File: config.mk
export PLATFORM = sky130hd
export DESIGN_NAME = balance_cntrl
export DESIGN_NICKNAME = d
export VERILOG_FILES = /design/src/balance_pkg.sv /design/src/balance_cntrl.sv /design/src/motor_drive.sv /design/src/pid_ctrl.sv /design/src/pitch_derivative.sv /design/src/pitch_integrator.sv /design/src/torque_shaper.sv
export SDC_FILE = /design/constraint.sdc
export NUM_CORES = 1
export LEC_CHECK = 0
export ABC_AREA = 0
export BUFFER_PORTS_ARGS = -buffer_cell sky130_fd_sc_hd__buf_2
export CELL_PAD_IN_SITES_DETAIL_PLACEMENT = 1
export CELL_PAD_IN_SITES_GLOBAL_PLACEMENT = 1
export CORE_ASPECT_RATIO = 1.75
export CORE_MARGIN = 5
export CORE_UTILIZATION = 45
export CTS_BUF_LIST = sky130_fd_sc_hd__clkbuf_4
export CTS_CLUSTER_SIZE = 30
export DETAILED_ROUTE_END_ITERATION = 7
export PLACE_DENSITY = 0.78
export SLEW_MARGIN = 20
export SYNTH_ARGS = -nofsm -noshare
export SYNTH_HDL_FRONTEND = slang
export SYNTH_HIERARCHICAL = 1
export SYNTH_SLANG_ARGS = --single-unit
File: constraint.sdc
create_clock -name clk -period 14.3 [get_ports clk]
set_input_delay 0.715 -clock clk [delete_from_list [all_inputs] [get_ports clk]]
set_output_delay 0.715 -clock clk [all_outputs]
set_load 0.005 [all_outputs]
File: src/balance_pkg.sv
// balance controller shared widths, gains, saturation limits and speed warning level
package balance_pkg;

  //////////////////////////////////////////////////
  // datapath widths
  //////////////////////////////////////////////////

  parameter int PTCH_W  = 16;  // raw pitch from inertial sensor
  parameter int ERR_W   = 10;  // saturated pitch error
  parameter int INTEG_W = 18;  // integrator accumulator
  parameter int DIFF_W  = 7;   // saturated derivative difference
  parameter int TORQ_W  = 16;  // torque and PID sum
  parameter int LD_W    = 12;  // left minus right load cell
  parameter int SPD_W   = 11;  // unsigned motor speed

  // signed payload types shared by the PID and the motor drive
  typedef logic signed [ERR_W-1:0]  err_t;
  typedef logic signed [TORQ_W-1:0] torque_t;

  //////////////////////////////////////////////////
  // loop gains and torque shaping
  //////////////////////////////////////////////////

  parameter torque_t P_COEFF = torque_t'(14);  // proportional gain
  parameter torque_t D_COEFF = torque_t'(20);  // derivative gain

  // below this magnitude the motor gets a plain gain instead of the duty offset
  parameter torque_t LOW_TORQUE_BAND = torque_t'(70);    // 5 * P_COEFF
  parameter torque_t GAIN_MULTIPLIER = torque_t'(15);    // 1 + MIN_DUTY / LOW_TORQUE_BAND
  parameter torque_t MIN_DUTY        = torque_t'(980);   // duty that just overcomes stiction

  //////////////////////////////////////////////////
  // saturation limits
  //////////////////////////////////////////////////

  parameter err_t ERR_MAX = err_t'(511);    // most positive 10-bit signed
  parameter err_t ERR_MIN = err_t'(-512);   // most negative 10-bit signed

  parameter logic signed [DIFF_W-1:0] DIFF_MAX = 7'sh3F;  // +63
  parameter logic signed [DIFF_W-1:0] DIFF_MIN = 7'sh40;  // -64

  parameter logic [SPD_W-1:0] SPD_MAX = 11'h7FF;  // unsigned speed ceiling

  // rider gets a piezo warning above this speed
  // a saturated speed of 0x7FF always trips it
  parameter logic [SPD_W-1:0] WARN_SPEED = 11'h600;  // 1536

endpackage

File: src/balance_cntrl.sv
// balance controller top joining the pitch PID to the two-wheel motor drive
module balance_cntrl #(
  parameter bit fast_sim = 1'b0   // 16x integral term for quick simulation
) (
  input  logic                                  clk,
  input  logic                                  rst_n,
  input  logic                                  vld,            // new inertial reading
  input  logic signed [balance_pkg::PTCH_W-1:0] ptch,           // measured pitch
  input  logic signed [balance_pkg::LD_W-1:0]   ld_cell_diff,   // lft_ld minus rght_ld
  input  logic                                  rider_off,      // no rider on the platform
  input  logic                                  en_steer,       // steering allowed
  input  logic                                  pwr_up,         // platform authorized to move
  output logic [balance_pkg::SPD_W-1:0]         lft_spd,        // left motor speed
  output logic                                  lft_rev,        // left motor reverse
  output logic [balance_pkg::SPD_W-1:0]         rght_spd,       // right motor speed
  output logic                                  rght_rev,       // right motor reverse
  output logic                                  ovr_spd         // over-speed warning
);

  balance_pkg::torque_t pid_cntrl;   // balance torque before steering

  //////////////////////////////////////////////////
  // PID from pitch
  //////////////////////////////////////////////////

  pid_ctrl #(
    .fast_sim (fast_sim)
  ) u_pid (
    .clk       (clk),
    .rst_n     (rst_n),
    .vld       (vld),
    .ptch      (ptch),
    .rider_off (rider_off),
    .pwr_up    (pwr_up),
    .pid_cntrl (pid_cntrl)
  );

  //////////////////////////////////////////////////
  // steering and wheel outputs
  //////////////////////////////////////////////////

  motor_drive u_drive (
    .pid_cntrl    (pid_cntrl),
    .ld_cell_diff (ld_cell_diff),
    .en_steer     (en_steer),
    .pwr_up       (pwr_up),
    .lft_spd      (lft_spd),
    .lft_rev      (lft_rev),
    .rght_spd     (rght_spd),
    .rght_rev     (rght_rev),
    .ovr_spd      (ovr_spd)
  );

endmodule

File: src/motor_drive.sv
// motor drive mixing steering into the PID torque and shaping each wheel's speed
module motor_drive (
  input  balance_pkg::torque_t                pid_cntrl,      // balance torque
  input  logic signed [balance_pkg::LD_W-1:0] ld_cell_diff,   // left minus right load
  input  logic                                en_steer,       // rider leaning to steer
  input  logic                                pwr_up,
  output logic [balance_pkg::SPD_W-1:0]       lft_spd,
  output logic                                lft_rev,
  output logic [balance_pkg::SPD_W-1:0]       rght_spd,
  output logic                                rght_rev,
  output logic                                ovr_spd         // either wheel too fast
);

  localparam int LW    = balance_pkg::LD_W;
  localparam int EXT_W = balance_pkg::TORQ_W - (LW - 3);   // sign bits after divide by 8

  balance_pkg::torque_t steer_adj;     // ld_cell_diff / 8 at torque width
  balance_pkg::torque_t lft_torque;
  balance_pkg::torque_t rght_torque;

  //////////////////////////////////////////////////
  // steering mix
  //////////////////////////////////////////////////

  // drop three LSBs and sign extend, same as arithmetic shift right by 3
  assign steer_adj = {{EXT_W{ld_cell_diff[LW-1]}}, ld_cell_diff[LW-1:3]};

  // heavier left load slows left wheel and speeds right one
  assign lft_torque  = en_steer ? (pid_cntrl - steer_adj) : pid_cntrl;
  assign rght_torque = en_steer ? (pid_cntrl + steer_adj) : pid_cntrl;

  //////////////////////////////////////////////////
  // per-wheel shaping
  //////////////////////////////////////////////////

  torque_shaper u_lft_shaper (
    .torque (lft_torque),
    .pwr_up (pwr_up),
    .spd    (lft_spd),
    .rev    (lft_rev)
  );

  torque_shaper u_rght_shaper (
    .torque (rght_torque),
    .pwr_up (pwr_up),
    .spd    (rght_spd),
    .rev    (rght_rev)
  );

  // piezo warning when either wheel passes the threshold
  assign ovr_spd = (lft_spd > balance_pkg::WARN_SPEED) ||
                   (rght_spd > balance_pkg::WARN_SPEED);

endmodule

File: src/pid_ctrl.sv
// PID controller turning the pitch reading into a signed balance torque
module pid_ctrl #(
  parameter bit fast_sim = 1'b0   // speeds up the integral term for short sims
) (
  input  logic                                  clk,
  input  logic                                  rst_n,
  input  logic                                  vld,         // new inertial reading ready
  input  logic signed [balance_pkg::PTCH_W-1:0] ptch,        // measured pitch
  input  logic                                  rider_off,   // clears the integrator
  input  logic                                  pwr_up,      // zeroes the I term when low
  output balance_pkg::torque_t                  pid_cntrl    // P + I + D
);

  localparam int IW      = balance_pkg::INTEG_W;
  localparam int TW      = balance_pkg::TORQ_W;
  localparam int I_SHIFT = fast_sim ? 2 : 6;   // fast sim uses 16x more integral

  balance_pkg::err_t    ptch_err;     // pitch clamped to 10 bits
  balance_pkg::torque_t p_term;
  balance_pkg::torque_t i_term;
  balance_pkg::torque_t d_term;
  logic signed [IW-1:0] integrator;   // accumulator from the integrator block
  logic signed [IW-1:0] integ_shr;    // accumulator scaled down

  //////////////////////////////////////////////////
  // error saturation and P term
  //////////////////////////////////////////////////

  always_comb begin
    if (ptch > balance_pkg::ERR_MAX) begin
      ptch_err = balance_pkg::ERR_MAX;                     // clip at +511
    end else if (ptch < balance_pkg::ERR_MIN) begin
      ptch_err = balance_pkg::ERR_MIN;                     // clip at -512
    end else begin
      ptch_err = ptch[balance_pkg::ERR_W-1:0];             // in range, keep low bits
    end
  end

  assign p_term = ptch_err * balance_pkg::P_COEFF;   // max |512 * 14| stays in 16 bits

  //////////////////////////////////////////////////
  // integral and derivative blocks
  //////////////////////////////////////////////////

  pitch_integrator u_integ (
    .clk        (clk),
    .rst_n      (rst_n),
    .vld        (vld),
    .rider_off  (rider_off),
    .ptch_err   (ptch_err),
    .integrator (integrator)
  );

  pitch_derivative u_deriv (
    .clk      (clk),
    .rst_n    (rst_n),
    .vld      (vld),
    .ptch_err (ptch_err),
    .d_term   (d_term)
  );

  // arithmetic shift keeps the sign, low 16 bits are the usable I term
  assign integ_shr = integrator >>> I_SHIFT;

  // no integral push while the platform is not authorized to move
  assign i_term = pwr_up ? integ_shr[TW-1:0] : '0;

  //////////////////////////////////////////////////
  // PID sum
  //////////////////////////////////////////////////

  assign pid_cntrl = p_term + i_term + d_term;   // wraps at 16 bits like the torque path

endmodule

File: src/pitch_derivative.sv
// pitch derivative term from current error minus error two valid readings back
module pitch_derivative (
  input  logic                 clk,
  input  logic                 rst_n,
  input  logic                 vld,        // shifts the error history
  input  balance_pkg::err_t    ptch_err,   // current saturated error
  output balance_pkg::torque_t d_term      // D contribution at torque width
);

  localparam int EW = balance_pkg::ERR_W;
  localparam int DW = balance_pkg::DIFF_W;

  balance_pkg::err_t     err_hist1;   // error from the last valid reading
  balance_pkg::err_t     err_hist2;   // error from two valid readings ago
  logic signed [EW:0]    err_diff;    // one extra bit so the difference never wraps
  logic signed [DW-1:0]  diff_sat;    // difference clamped to 7 bits

  //////////////////////////////////////////////////
  // two-deep error history
  //////////////////////////////////////////////////

  always_ff @(posedge clk or negedge rst_n) begin
    if (!rst_n) begin
      err_hist1 <= '0;
      err_hist2 <= '0;
    end else if (vld) begin
      err_hist1 <= ptch_err;
      err_hist2 <= err_hist1;   // older sample slides back
    end
  end

  //////////////////////////////////////////////////
  // difference, clamp and scale
  //////////////////////////////////////////////////

  assign err_diff = {ptch_err[EW-1], ptch_err} - {err_hist2[EW-1], err_hist2};

  always_comb begin
    if (err_diff > balance_pkg::DIFF_MAX) begin
      diff_sat = balance_pkg::DIFF_MAX;            // too positive
    end else if (err_diff < balance_pkg::DIFF_MIN) begin
      diff_sat = balance_pkg::DIFF_MIN;            // too negative
    end else begin
      diff_sat = err_diff[DW-1:0];                 // already fits
    end
  end

  // 7-bit diff sign extends into the 16-bit product, |64 * 20| fits easily
  assign d_term = diff_sat * balance_pkg::D_COEFF;

endmodule

File: src/pitch_integrator.sv
// pitch integrator accumulating saturated error, freezing on overflow, clearing on rider off
module pitch_integrator (
  input  logic                                   clk,
  input  logic                                   rst_n,
  input  logic                                   vld,         // new inertial reading ready
  input  logic                                   rider_off,   // load cells see no rider
  input  balance_pkg::err_t                      ptch_err,    // saturated pitch error
  output logic signed [balance_pkg::INTEG_W-1:0] integrator   // running sum of error
);

  localparam int IW    = balance_pkg::INTEG_W;
  localparam int EXT_W = balance_pkg::INTEG_W - balance_pkg::ERR_W;  // sign bits to prepend

  logic signed [IW-1:0] err_ext;     // error at accumulator width
  logic signed [IW-1:0] nxt_integ;   // candidate sum
  logic                 same_sign;   // both addends share a sign
  logic                 ovfl;        // sum wrapped past the signed range

  //////////////////////////////////////////////////
  // next value and overflow detect
  //////////////////////////////////////////////////

  assign err_ext = {{EXT_W{ptch_err[balance_pkg::ERR_W-1]}}, ptch_err};

  assign nxt_integ = integrator + err_ext;

  // overflow only possible when adding like signs
  assign same_sign = (integrator[IW-1] == err_ext[IW-1]);
  assign ovfl      = same_sign && (nxt_integ[IW-1] != integrator[IW-1]);  // sign flipped

  //////////////////////////////////////////////////
  // accumulator register
  //////////////////////////////////////////////////

  always_ff @(posedge clk or negedge rst_n) begin
    if (!rst_n) begin
      integrator <= '0;
    end else if (rider_off) begin
      integrator <= '0;          // rider stepped off, drop wound up error
    end else if (vld && !ovfl) begin
      integrator <= nxt_integ;   // accumulate only on a valid reading
    end
    // otherwise hold, which also freezes the sum at the rail on overflow
  end

endmodule

File: src/torque_shaper.sv
// torque shaper mapping one wheel's torque to direction and saturated motor speed
module torque_shaper (
  input  balance_pkg::torque_t           torque,   // signed wheel torque
  input  logic                           pwr_up,   // speed forced to zero when low
  output logic [balance_pkg::SPD_W-1:0]  spd,      // unsigned motor speed
  output logic                           rev       // 1 runs the motor in reverse
);

  localparam int TW = balance_pkg::TORQ_W;
  localparam int SW = balance_pkg::SPD_W;

  logic [TW-1:0]        torq_mag;     // |torque|
  balance_pkg::torque_t torq_duty;    // torque pushed MIN_DUTY away from zero
  balance_pkg::torque_t torq_gain;    // torque times low-band gain
  balance_pkg::torque_t shaped;       // selected shaping result
  logic [TW-1:0]        shaped_mag;   // |shaped|
  logic                 in_low_band;

  //////////////////////////////////////////////////
  // shaping choice
  //////////////////////////////////////////////////

  assign torq_mag = torque[TW-1] ? -torque : torque;   // 0x8000 stays 0x8000, still large

  assign in_low_band = (torq_mag < balance_pkg::LOW_TORQUE_BAND);

  // offset keeps the sign of the request
  assign torq_duty = torque[TW-1] ? (torque - balance_pkg::MIN_DUTY)
                                  : (torque + balance_pkg::MIN_DUTY);

  // near zero a steep gain blends into the offset region without a jump
  assign torq_gain = torque * balance_pkg::GAIN_MULTIPLIER;   // truncated to 16 bits

  assign shaped = in_low_band ? torq_gain : torq_duty;

  //////////////////////////////////////////////////
  // direction and speed
  //////////////////////////////////////////////////

  assign rev = shaped[TW-1];

  assign shaped_mag = shaped[TW-1] ? -shaped : shaped;

  always_comb begin
    if (!pwr_up) begin
      spd = '0;                                  // not authorized, motors idle
    end else if (|shaped_mag[TW-1:SW]) begin
      spd = balance_pkg::SPD_MAX;                // too big for 11 bits, clamp
    end else begin
      spd = shaped_mag[SW-1:0];
    end
  end

endmodule
# [Yosys cells after proc, flatten, opt, wreduce, memory -nomap -nowiden]
# Index checks and enable logic that the tools add are counted.
# Widths: inputs -> output; s select.
[classes] order_cmp=8 add_sub_neg=14 n_eq_ne=2 n_reduce_logical=7 n_mul=4 muxes=21
[ops] operator="$mux 16" n=11
[ops] operator="$neg 16->16" n=4
[ops] operator="$mux 11" n=4
[ops] operator="$mux 18" n=2
[ops] operator="$add 16x11->16 const B" n=2
[ops] operator="$lt 16x7->1 const B" n=2
[ops] operator="$mul 16x5->16 const B" n=2
[ops] operator="$sub 16x11->16 const B" n=2
[ops] operator="$gt 11x11->1 const B" n=2
[ops] operator="$mux 10" n=2
[ops] operator="$add 18x10->18" n=1
[ops] operator="$add 16x13->16" n=1
[ops] operator="$add 16x16->16" n=1
[ops] operator="$add 16x9->16" n=1
[ops] operator="$gt 16x10->1 const B" n=1
[ops] operator="$lt 16x10->1 const B" n=1
[ops] operator="$sub 16x9->16" n=1
[ops] operator="$mul 10x4->14 const B" n=1
[ops] operator="$mux 7" n=2
[ops] operator="$gt 11x7->1 const B" n=1
[ops] operator="$lt 11x7->1 const B" n=1
[ops] operator="$mul 7x4->11 const B" n=1
[ops] operator="$sub 10x10->11" n=1
[ops] operator="$reduce_or 5->1" n=2
[ops] operator="other kinds (6)" n=7
[totals] register_bits=38 out_inout_bits=25 word_cells=59 in_bits=34

# [Longest topological paths before layout]
# Gate-level depths: netlist (run 1).
[logic_depth] ltp_word=22 depth_mapped=61 ltp_nobuf=58

# [Modules after synthesis]
# The synthesis (run 1) kept the hierarchy.
[by_module_without_submodules] module="torque_shaper (u_drive.u_rght_shaper)" cells_each=481 instances=1 seq_area_each_um2=0.0 area_each_um2=3814.9
[by_module_without_submodules] module="torque_shaper (u_drive.u_lft_shaper)" cells_each=463 instances=1 seq_area_each_um2=0.0 area_each_um2=3540.9
[by_module_without_submodules] module="pid_ctrl" cells_each=289 instances=1 seq_area_each_um2=0.0 area_each_um2=2175.8
[by_module_without_submodules] module="motor_drive" cells_each=302 instances=1 seq_area_each_um2=0.0 area_each_um2=2084.5
[by_module_without_submodules] module="pitch_integrator" cells_each=214 instances=1 seq_area_each_um2=450.4 area_each_um2=1831.8
[by_module_without_submodules] module="pitch_derivative" cells_each=186 instances=1 seq_area_each_um2=500.5 area_each_um2=1716.6

# [Worst setup path after synthesis (run 1)]
# Ideal clock, no wire load.
[synth_timing] kind="input to output" from="input ptch[9] (netlist name)" to="output ovr_spd" path_slack_ns=1.276 cell_stages=57 required_time_ns=13.585 path_buffers=3 arrival_time_ns=12.309 cell_sequence="nor4_1 -> a21oi_1 -> clkbuf_1 -> o21ai_0 -> inv_1 -> ha_1 -> nand3_1 -> and2_1 -> a21oi_1 -> a211oi_4 -> o41ai_2 -> a21oi_1 -> ha_1 -> ha_1 -> inv_1 -> fa_1 -> inv_1 -> a21oi_1 -> (+21 left out) -> inv_1 -> fa_1 -> ha_1 -> a21oi_1 -> nand2_1 -> or3_1 -> o221ai_1 -> xnor2_1 -> nand2_1 -> o21ai_0 -> mux2i_1 -> o211ai_1 -> buf_4 -> o211ai_1 -> nor4_1 -> nand3_1 -> nand3_1 -> nand2_1"
[synth_via] elab_chain_cells=22 elab_cells_between_ends=46 cone_classes="add/sub: 13; mul: 4; order compare: 8; mux: 18; reduce/logical: 3"
[synth_lines] item="from (decl)" line_no="balance_cntrl.sv:8" rtl="input logic signed [balance_pkg::PTCH_W-1:0] ptch,"
[synth_lines] item="$lt 16x10->1" line_no="pid_ctrl.sv:32" rtl="end else if (ptch < balance_pkg::ERR_MIN) begin"
[synth_lines] item="$mux 10" line_no="pid_ctrl.sv:32"
[synth_lines] item="$mux 10 (*)" line_no="pid_ctrl.sv:30" rtl="if (ptch > balance_pkg::ERR_MAX) begin"
[synth_lines] item="via u_pid.ptch_err[4]" line_no="pid_ctrl.sv:18" rtl="balance_pkg::err_t ptch_err;"
[synth_lines] item="$sub 10x10->11 (*)" line_no="pitch_derivative.sv:36" rtl="assign err_diff = {ptch_err[EW-1], ptch_err} - {err_hist2[EW-1], err_hist2};"
[synth_lines] item="$lt 11x7->1" line_no="pitch_derivative.sv:41" rtl="end else if (err_diff < balance_pkg::DIFF_MIN) begin"
[synth_lines] item="$mux 7" line_no="pitch_derivative.sv:41"
[synth_lines] item="$mux 7 (*)" line_no="pitch_derivative.sv:39" rtl="if (err_diff > balance_pkg::DIFF_MAX) begin"
[synth_lines] item="(+1 left out)"
[synth_lines] item="via u_pid.d_term[3]" line_no="pid_ctrl.sv:21" rtl="balance_pkg::torque_t d_term;"
[synth_lines] item="(+1 left out)"
[synth_lines] item="via pid_cntrl[10]" line_no="balance_cntrl.sv:20" rtl="balance_pkg::torque_t pid_cntrl;"
[synth_lines] item="(+2 left out)"
[synth_lines] item="via u_drive.lft_torque[10]" line_no="motor_drive.sv:18" rtl="balance_pkg::torque_t lft_torque;"
[synth_lines] item="(+4 left out)"
[synth_lines] item="$neg 16->16" line_no="torque_shaper.sv:42" rtl="assign shaped_mag = shaped[TW-1] ? -shaped : shaped;"
[synth_lines] item="$mux 16 (*)" line_no="torque_shaper.sv:42"
[synth_lines] item="$reduce_or 5->1" line_no="torque_shaper.sv:47" rtl="end else if (|shaped_mag[TW-1:SW]) begin"
[synth_lines] item="$mux 11 (*)" line_no="torque_shaper.sv:47"
[synth_lines] item="$mux 11 (*)" line_no="torque_shaper.sv:45" rtl="if (!pwr_up) begin"
[synth_lines] item="via lft_spd (one bit)" line_no="balance_cntrl.sv:13" rtl="output logic [balance_pkg::SPD_W-1:0] lft_spd,"
[synth_lines] item="$gt 11x11->1 (*)" line_no="motor_drive.sv:51" rtl="assign ovr_spd = (lft_spd > balance_pkg::WARN_SPEED) ||"
[synth_lines] item="$logic_or 1x1->1 (*)" line_no="motor_drive.sv:51"
[synth_lines] item="to (decl)" line_no="balance_cntrl.sv:17" rtl="output logic ovr_spd"
# Mark *: on every way through the listed nets, which the timed path passes. The rest lies on a longest branch.

# [Worst setup path in the final report (run 1)]
[layout_timing] from="input ptch[9] (netlist name)" to="output ovr_spd"
[layout_via] elab_cells_between_ends=46 cone_classes="add/sub: 13; mul: 4; order compare: 8; mux: 18; reduce/logical: 3"
[layout_lines] item="$lt 16x10->1" line_no="pid_ctrl.sv:32"
[layout_lines] item="$mux 10" line_no="pid_ctrl.sv:32"
[layout_lines] item="$mux 10 (*)" line_no="pid_ctrl.sv:30"
[layout_lines] item="$mul 10x4->14 (*)" line_no="pid_ctrl.sv:39" rtl="assign p_term = ptch_err * balance_pkg::P_COEFF;"
[layout_lines] item="via u_pid.p_term[1]" line_no="pid_ctrl.sv:19" rtl="balance_pkg::torque_t p_term;"
[layout_lines] item="$add 16x16->16 (*)" line_no="pid_ctrl.sv:72" rtl="assign pid_cntrl = p_term + i_term + d_term;"
[layout_lines] item="$add 16x13->16 (*)" line_no="pid_ctrl.sv:72"
[layout_lines] item="via pid_cntrl[7]" line_no="balance_cntrl.sv:20"
[layout_lines] item="(+2 left out)"
[layout_lines] item="via u_drive.rght_torque[10]" line_no="motor_drive.sv:19" rtl="balance_pkg::torque_t rght_torque;"
[layout_lines] item="(+3 left out)"
[layout_lines] item="$mux 16 (*)" line_no="torque_shaper.sv:34" rtl="assign shaped = in_low_band ? torq_gain : torq_duty;"
[layout_lines] item="$neg 16->16" line_no="torque_shaper.sv:42"
[layout_lines] item="$mux 16 (*)" line_no="torque_shaper.sv:42"
[layout_lines] item="$reduce_or 5->1" line_no="torque_shaper.sv:47"
[layout_lines] item="$mux 11 (*)" line_no="torque_shaper.sv:47"
[layout_lines] item="$mux 11 (*)" line_no="torque_shaper.sv:45"
[layout_lines] item="$gt 11x11->1 (*)" line_no="motor_drive.sv:52" rtl="(rght_spd > balance_pkg::WARN_SPEED);"
[layout_lines] item="$logic_or 1x1->1 (*)" line_no="motor_drive.sv:51"
# Marks and branches as above.

==> reports/results.txt, run 1 <==
Highest routed layer - met4
Status - finished, final reports clean
Clock buffer count from CTS - 5
Kind of critical path - in -> out
Worst Slack Setup Final - 0.589 ns
Required time worst endpoint - 13.59 ns
Cell mode on critical path - inv_1
Final setup vio count - 0
Layout cell share with drive strength beyond 1 - 13.8%
Synthesized instance count - 1935
Hold Path Class - in -> async
Congestion Overflow GR - 0
GP Congestion - 0.906
Largest net degree at the start of global routing - 39
Mapped Area - 0.0152 mm²
Final Hold Viols - 0
PortBufs - 55
Length of routed wiring on met1 - 17700 µm
H-tree depth - 2
Routed wire length per instance - 20.2 µm
Syn. warnings - 6
Slowest cell on the critical path - fa_1
Slew Limit Headroom - 39.7%
Highest clock rate - 72.9 MHz
CTS tree - yes
Synth Flop Type - dfrtp_1
Die area - 0.0376 mm²
Post-synthesis sequential area ratio - 6.27%
Worst Setup SP - ptch[9]
Tmin final - 13.71 ns
DRT Pass-1 Iters - 4
Global-route wire length before repair - 78400 µm
Total Wirelength - 49500 µm
WP data arrival - 13.00 ns
FF-to-FF setup slack - 11.22 ns
# rows - 89
Crit start category - input port
Vias in the first global route - 16050
Fill cells - 4146
Worst-path clk slew - 0.14 ns
Met3 WL - 842 µm
Iter 0 DRT Violations - 392
Global Route Usage Sum - 25.2%
Number of remaining DRC errors - 0
Root Driver - clkbuf_4
Clock sinks - 38
Die height - 253 µm
Clk_skew - 0.0188 ns
Max clock buf depth - 2
Worst-margin pin slew - 0.905 ns
Max_cap viols - 0
Post-synth cell types - 128
Routed vias/inst - 6.14
Max incr delay on CP - 0.55 ns
Post-route ant nets - 0
Initial antenna violation count - 2
Post-route insts no fill - 2451
Setup Slack @ Placement - -0.233 ns
Area Overhead vs Synth - 7.78%
Nets - 2313
Synth Register Bits - 38
Ys async rst share - 100%
Placed cell count - 2434
CP Max Fanout - 11
Hpwl dp - 41100 µm
WL met2 - 28200 µm
Die width - 149 µm
Crit path to - ovr_spd
Final period utilization - 95.9%
Starting Density - 45.2%
Core area - 0.0335 mm²
IO Count - 59
Critical R2R Launch - u_pid/u_integ/integrator[0]
Syn Area/Cell - 7.84 µm²
Via count - 15058
RR Endpoint - u_pid/u_integ/integrator[14]
CP Capture Type - primary output
Post-synth EDFFs - 0
Skew-Pair Late Insertion Delay - 0.38 ns
Max Slew Vio Count - 0
Hold_buf cts - 0
Worst R2R Path Depth - 9
==> worst min-delay path by stage <==
stage          slack [ns]                       start                           to  cells after the start
6_report             0.44                       rst_n  u_pid/u_integ/integrator[8]                      1
5_1_grt              0.49                       rst_n  u_pid/u_integ/integrator[8]                      1
3_3_place_gp         0.46  u_pid/u_deriv/err_hist1[4]   u_pid/u_deriv/err_hist2[4]                      2
3_5_place_dp         0.47  u_pid/u_deriv/err_hist1[4]   u_pid/u_deriv/err_hist2[4]                      2
2_1_floorplan        0.42                       rst_n   u_pid/u_deriv/err_hist1[0]                      0
4_1_cts              0.45                       rst_n  u_pid/u_integ/integrator[8]                      1
==> synthesized netlist by cell type, drive strengths merged (32+ instances only) <==
cell / number / area share [%]
a21o: 32 / 1.6
a21oi: 140 / 4.7
buf: 39 / 2.0
dfrtp: 38 / 6.3
fa: 73 / 9.6
ha: 211 / 17
inv: 219 / 5.4
nand2: 141 / 3.5
nand3: 57 / 1.9
nor2: 114 / 2.9
nor3: 56 / 1.8
o211ai: 45 / 2.7
o21ai: 109 / 3.8
xnor2: 77 / 4.5
xor2: 33 / 1.9
==> routing by layer <==
metal / track usage [%] / vias to the layer above
li1: - / 7187
met1: 24.1 / 7460
met2: 51.8 / 269
met3: 1.77 / 142
met4: 13.5 / 0
met5: 0 / -
==> state kept, by name, indices dropped and copies added (netlist names) <==
name,count
u_pid/u_deriv/err_hist2,10
u_pid/u_integ/integrator,18
u_pid/u_deriv/err_hist1,10
==> worst max-delay path, delay by kind of cell <==
kind	cells	cell delay [ns]
XOR/XNOR	3	0.57
AO/OA/AOI/OAI	19	3.79
AND/OR/NAND/NOR	10	1.90
buffers and inverters	14	1.65
adder cells (fa/ha/maj)	11	4.34
==> cell families after synthesis <==
family / after synthesis / synth area share [%]
other: 1 / 0.0247
DFF: 38 / 6.27
buffers and inverters: 285 / 8.28
xor gates and xnor gates: 110 / 6.40
AOI/OAI and AO/OA: 573 / 27.6
adders and majority gates: 284 / 27.0
and+or+nand+nor: 602 / 21.4
muxes: 42 / 2.97
==> cells in the final DEF (no fill, tap or decap), types with 25 or more instances in the layout <==
| cell type | Yosys | routed |
|---|---|---|
| nor3_1 | 56 | 54 |
| inv_1 | 218 | 215 |
| dfrtp_1 | 38 | 38 |
| buf_2 | 13 | 55 |
| o211ai_1 | 32 | 32 |
| a21oi_1 | 136 | 133 |
| buf_4 | 14 | 60 |
| o21ai_0 | 87 | 81 |
| xor2_1 | 33 | 33 |
| nand3_1 | 55 | 54 |
| nor2b_1 | 27 | 26 |
| and3_1 | 25 | 25 |
| nand2_1 | 140 | 140 |
| nor2_1 | 112 | 112 |
| xnor2_1 | 76 | 70 |
| a21o_1 | 29 | 29 |
| fa_1 | 73 | 73 |
| ha_1 | 211 | 206 |
==> through the flow <==
step | setup TNS, ns | hold slack, ns | instance area (µm²) | utilization (%)
2_1_floorplan | 0 | 0.419 | 15200 | -
3_3_place_gp | 0 | 0.461 | 16000 | 47.7
3_5_place_dp | -0.233 | 0.475 | 16000 | 47.7
4_1_cts | 0 | 0.452 | 16100 | 48.0
5_1_grt | -0.126 | 0.492 | 16300 | 48.8
6_report | 0 | 0.439 | 16300 | 48.8
==> layout make-up <==
cell class / count / area (µm²) / share of cell area [%]
multi-input cells: 1613 / 13200 / 80.6
flip-flops and latches: 38 / 951 / 5.82
inverters: 221 / 833 / 5.10
repair buffers: 116 / 746 / 4.56
well taps: 455 / 569 / 3.48
clock buffers: 5 / 37.5 / 0.230
clock inverters: 2 / 33.8 / 0.207
diodes: 1 / 2.50 / 0.0153
==> repair_timing <==
| item | 4_1_cts | 5_1_grt |
|---|---|---|
| buffers inserted | 0 | 9 |
| pin swaps | 1 | 8 |
| gates resized for setup | 4 | 38 |
| setup endpoints to repair | 1 | 23 |
Power of run 1 is not shown: default switching activity piles up to over one toggle a cycle in this logic, so the estimate is an artifact.
==> run 2, diff against run 1 <==
- CORE_UTILIZATION: 45 -> 38
- CTS_CLUSTER_SIZE: 30 -> 8
- PLACE_DENSITY: 0.78 -> 0.68
==> run 2 against run 1 <==
Effect of this change:
- sequential cell count stayed put
- clock skew is 0.011 ns lower
- critical path depth is 4 higher
- highest routed layer unchanged
==> reports/results.txt, run 2 (synthesis results as in run 1) <==
Routed wire length per instance - 19.9 µm
Clk_skew - 0.00769 ns
Max clock buf depth - 2
WP data arrival - 12.76 ns
Final Hold Viols - 0
Initial antenna violation count - 2
Required time worst endpoint - 13.59 ns
Hold_buf cts - 0
Biggest register - u_pid/u_integ/integrator
Max Slew Vio Count - 0
Slowest cell on the critical path - fa_1
Area occupied by multi-input gates - 0.0132 mm²
Crit path to - ovr_spd
DRT Pass-1 Iters - 5
# rows - 96
Iter 0 DRT Violations - 462
Number of remaining DRC errors - 0
Starting Density - 38.5%
Cell mode on critical path - inv_1
Highest clock rate - 74.2 MHz
Clock sinks - 38
Largest registers - u_pid/u_integ/integrator x18, u_pid/u_deriv/err_hist1 x10, u_pid/u_deriv/err_hist2 x10
Total Wirelength - 49400 µm
Final setup vio count - 0
Largest net degree at the start of global routing - 39
Area Overhead vs Synth - 8.43%
Global Route Usage Sum - 21.6%
Skew-Pair Late Insertion Delay - 0.36 ns
CP Capture Type - primary output
Worst-path clk slew - 0.13 ns
Max incr delay on CP - 0.53 ns
Final period utilization - 94.2%
Via count - 14706
PortBufs - 55
Post-route ant nets - 0
Setup TNS - 0 ns
Antenna diodes - 0
Worst-margin pin slew - 0.863 ns
IO Count - 59
H-tree depth - 2
Die width - 161 µm
Root Driver - clkbuf_4
Vias in the first global route - 15498
Commonest non-fill, non-tap cell in the layout - inv_1
Hold slack final - 0.451 ns
Die area - 0.0442 mm²
Status - finished, final reports clean
GP Congestion - 0.893
CTS tree - yes
Global-route wire length before repair - 79200 µm
Hpwl dp - 42000 µm
Slew Limit Headroom - 42.5%
Max_cap viols - 0
Critical R2R Launch - u_pid/u_integ/integrator[12]
Clock buffer count from CTS - 5
FF-to-FF setup slack - 11.30 ns
Crit start category - input port
RR Endpoint - u_pid/u_integ/integrator[5]
Hold Path Class - in -> async
Core area - 0.0394 mm²
Worst Setup SP - ptch[9]
Most frequent cells in the layout - inv_1, ha_1, nand2_1
Nets - 2317
Register area - 951 µm²
Tmin final - 13.47 ns
Layout cell share with drive strength beyond 1 - 13.9%
Die height - 274 µm
Post-layout util - 41.7%
Kind of critical path - in -> out
Worst R2R Path Depth - 7
Routed vias/inst - 5.91
Fill cells - 4891
CP Max Fanout - 11
Congestion Overflow GR - 0
Number of flip-flops in the largest register - 18
-- run 2: worst min-delay path by stage --
stage	from	end	slack, ns	depth (start not counted)
detailed placement	u_pid/u_deriv/err_hist1[6]	u_pid/u_deriv/err_hist2[6]	0.48	2
finish	rst_n	u_pid/u_integ/integrator[4]	0.45	1
global route	rst_n	u_pid/u_integ/integrator[4]	0.52	1
CTS	rst_n	u_pid/u_integ/integrator[4]	0.47	1
floorplan	rst_n	u_pid/u_deriv/err_hist1[0]	0.42	0
global placement	u_pid/u_deriv/err_hist1[3]	u_pid/u_deriv/err_hist2[3]	0.46	2
-- run 2: critical path, delay by kind of cell --
family	cells	cell delay (ns)
buffers and inverters	13	1.28
xor gates and xnor gates	5	0.83
muxes	2	0.43
and+or+nand+nor	11	1.89
AOI/OAI and AO/OA	18	3.40
adders and majority gates	12	4.20
-- run 2: area by class of cell --
cell class                 count  area share, %
clock buffer                   5          0.228
clock inverter                 3          0.419
inverter                     221           5.04
multi-input combinational   1613           80.1
sequential                    38           5.78
tap                          490           3.73
timing repair buffer         120           4.68
-- run 2: through the flow --
stage | setup WS (ns) | cells | instance area, µm²
2_1_floorplan | 1.28 | 1936 | 15200
5_1_grt | -0.0154 | 2490 | 16400
3_3_place_gp | 0.132 | 2467 | 16000
3_5_place_dp | -0.323 | 2467 | 16000
6_report | 0.829 | 2490 | 16400
4_1_cts | 0.0395 | 2475 | 16100
-- run 2: layer usage --
metal  share of wire (%)  wire [µm]  track usage [%]  vias up
li1                    -          -                -     7164
met1                  36      18000             21.3     7263
met2                  58      28600             45.8      180
met3                 1.1        527            0.737       99
met4                 4.9       2410             9.17        0
met5                   0          0                0        -
-- run 2: timing repair --
item,CTS,global route
gates resized for setup,3,37
pin swaps,0,7
buffers inserted,0,15
setup endpoints to repair,1,23
Power of run 2 is left out for the same reason.
==> run 3, diff against run 2 <==
- PLACE_DENSITY: 0.68 -> 0.71
- RECOVER_POWER: not set -> 100
- clock period: 14.3 -> 10.8 ns (I/O delays scaled with it)
==> run 3 against run 2 <==
Effect of this change:
- the flow now finishes with violations (max-capacitance violations, max-slew violations, negative setup slack)
- sequential cell count stayed put
- non-clock buffer count increased by 599
- core utilization is 17 points higher
- design area up 40%
- sequential share of layout area down 1.7 points
- critical path depth shrank 4
- setup slack lost 2.4 ns
- largest cell class unchanged
- highest routed layer is now met5
==> reports/results.txt, run 3 (synthesis results as in run 1) <==
Max clock buf depth - 2
Core area - 0.0394 mm²
Clock buffer count from CTS - 5
Max Slew Vio Count - 74
Hold Path Class - reg -> reg
Bufs and invs on worst path - 14
Required time worst endpoint - 10.26 ns
Worst Slack Setup Final - -1.59 ns
Commonest non-fill, non-tap cell in the layout - buf_4
Die area - 0.0442 mm²
Skew-Pair Late Insertion Delay - 0.37 ns
Congestion Overflow GR - 0
WP data arrival - 11.85 ns
Iter 0 DRT Violations - 777
Clock sinks - 38
Area Overhead vs Synth - 51.9%
PortBufs - 55
Failing checks - max-capacitance violations, max-slew violations, negative setup slack
Clk_skew - 0.0211 ns
Die width - 161 µm
Status - finished, violations left
CTS tree - yes
Worst-margin pin slew - 1.98 ns
Nets - 2916
Layout cell share with drive strength beyond 1 - 42.9%
Hold_buf cts - 0
IO Count - 59
DRT Pass-1 Iters - 5
Number of remaining DRC errors - 0
Root Driver - clkbuf_4
Max_cap viols - 2
Worst-path clk slew - 0.11 ns
Final setup vio count - 25
Max incr delay on CP - 0.54 ns
Crit start category - input port
Tmin final - 12.39 ns
Highest clock rate - 80.7 MHz
Global-route wire length before repair - 103000 µm
Slowest cell on the critical path - fa_1
Slew Limit Headroom - -32.3%
Via count - 18434
CP Max Fanout - 10
Final period utilization - 115%
Initial antenna violation count - 2
Total Wirelength - 72800 µm
Routed wire length per instance - 23.6 µm
CP top delay family - compound AO/OA/AOI/OAI gates
Routed vias/inst - 5.97
Post-layout util - 58.5%
Setup TNS - -30.08 ns
Global Route Usage Sum - 29.0%
Largest registers - u_pid/u_integ/integrator x18, u_pid/u_deriv/err_hist1 x10, u_pid/u_deriv/err_hist2 x10
Die height - 274 µm
Kind of critical path - in -> out
Number of flip-flops in the largest register - 18
Post-route ant nets - 0
Most frequent cells in the layout - buf_4, inv_1, ha_1
Starting Density - 38.5%
GP Congestion - 0.963
Vias in the first global route - 20419
RSZ-0062 raised after global routing - yes
Hpwl dp - 54200 µm
CP Capture Type - primary output
H-tree depth - 2
Largest net degree at the start of global routing - 39
Setup Slack @ Placement - -1.92 ns
# rows - 96
Biggest register - u_pid/u_integ/integrator
Final Hold Viols - 0
-- run 3: changes by cell type in the layout (fill, tap and decap cells not counted), sizes merged --
cell / previous run / this run
clkinv: 3 / 2
buf: 119 / 717
diode: 0 / 1
clkbuf: 6 / 7
clkinvlp: 0 / 1
-- run 3: layout make-up --
cell class	instances	area, µm²
fillers	4653	16400
multi-input cells	1613	14900
repair buffers	719	5620
flip-flops and latches	38	951
inverters	221	845
well taps	490	613
clock inverters	3	68.8
clock buffers	5	37.5
diodes	1	2.50
-- run 3: path summary, 6_finish.rpt --
kind | start | end | slack, ns | cells after the start
worst max-delay path | ptch[12] | ovr_spd | -1.59 | 57
worst min-delay path | u_pid/u_deriv/err_hist1[6] | u_pid/u_deriv/err_hist2[6] | 0.50 | 2
worst max register to register | u_pid/u_integ/integrator[7] | u_pid/u_integ/integrator[7] | 7.74 | 7
worst min register to register | u_pid/u_deriv/err_hist1[6] | u_pid/u_deriv/err_hist2[6] | 0.50 | 2
max in group asynchronous | rst_n | u_pid/u_integ/integrator[1] | 8.94 | 1
min in group asynchronous | rst_n | u_pid/u_deriv/err_hist1[9] | 0.71 | 1
-- run 3: worst reg2reg max path, cell delays in order, from the launching register on --
cell      delay (ns)
dfrtp_1         0.44
ha_1            0.47
nand2_1         0.09
o21ai_0         0.59
nand2_1         0.22
a311o_2         0.47
o211ai_4        0.27
mux2_2          0.40
-- run 3: through the flow --
stage	hold WS [ns]	std cells	instance area, µm²
after floorplan	0.244	1936	15600
after detailed placement	0.479	2970	20200
after global routing	0.492	3090	23000
after CTS	0.270	3053	21800
after global placement	0.462	2970	20200
final	0.503	3090	23000
-- run 3: routing by layer --
layer / vias up / routed length, µm / GRT usage, % / share of wire [%]
li1: 8381 / - / - / -
met1: 9109 / 22000 / 23.4 / 30
met2: 573 / 41000 / 61.3 / 56
met3: 369 / 1800 / 2.00 / 2.5
met4: 2 / 7980 / 23.6 / 11
met5: - / 12 / 0 / 0.016
-- run 3: what timing repair did --
item	CTS	global route
endpoints found under the setup margin	25	25
gates resized for setup	194	182
gates cloned	2	0
setup buffers	78	37
hold endpoints to repair	0	0
pin swaps	86	81
Power of run 3 is left out for the same reason.
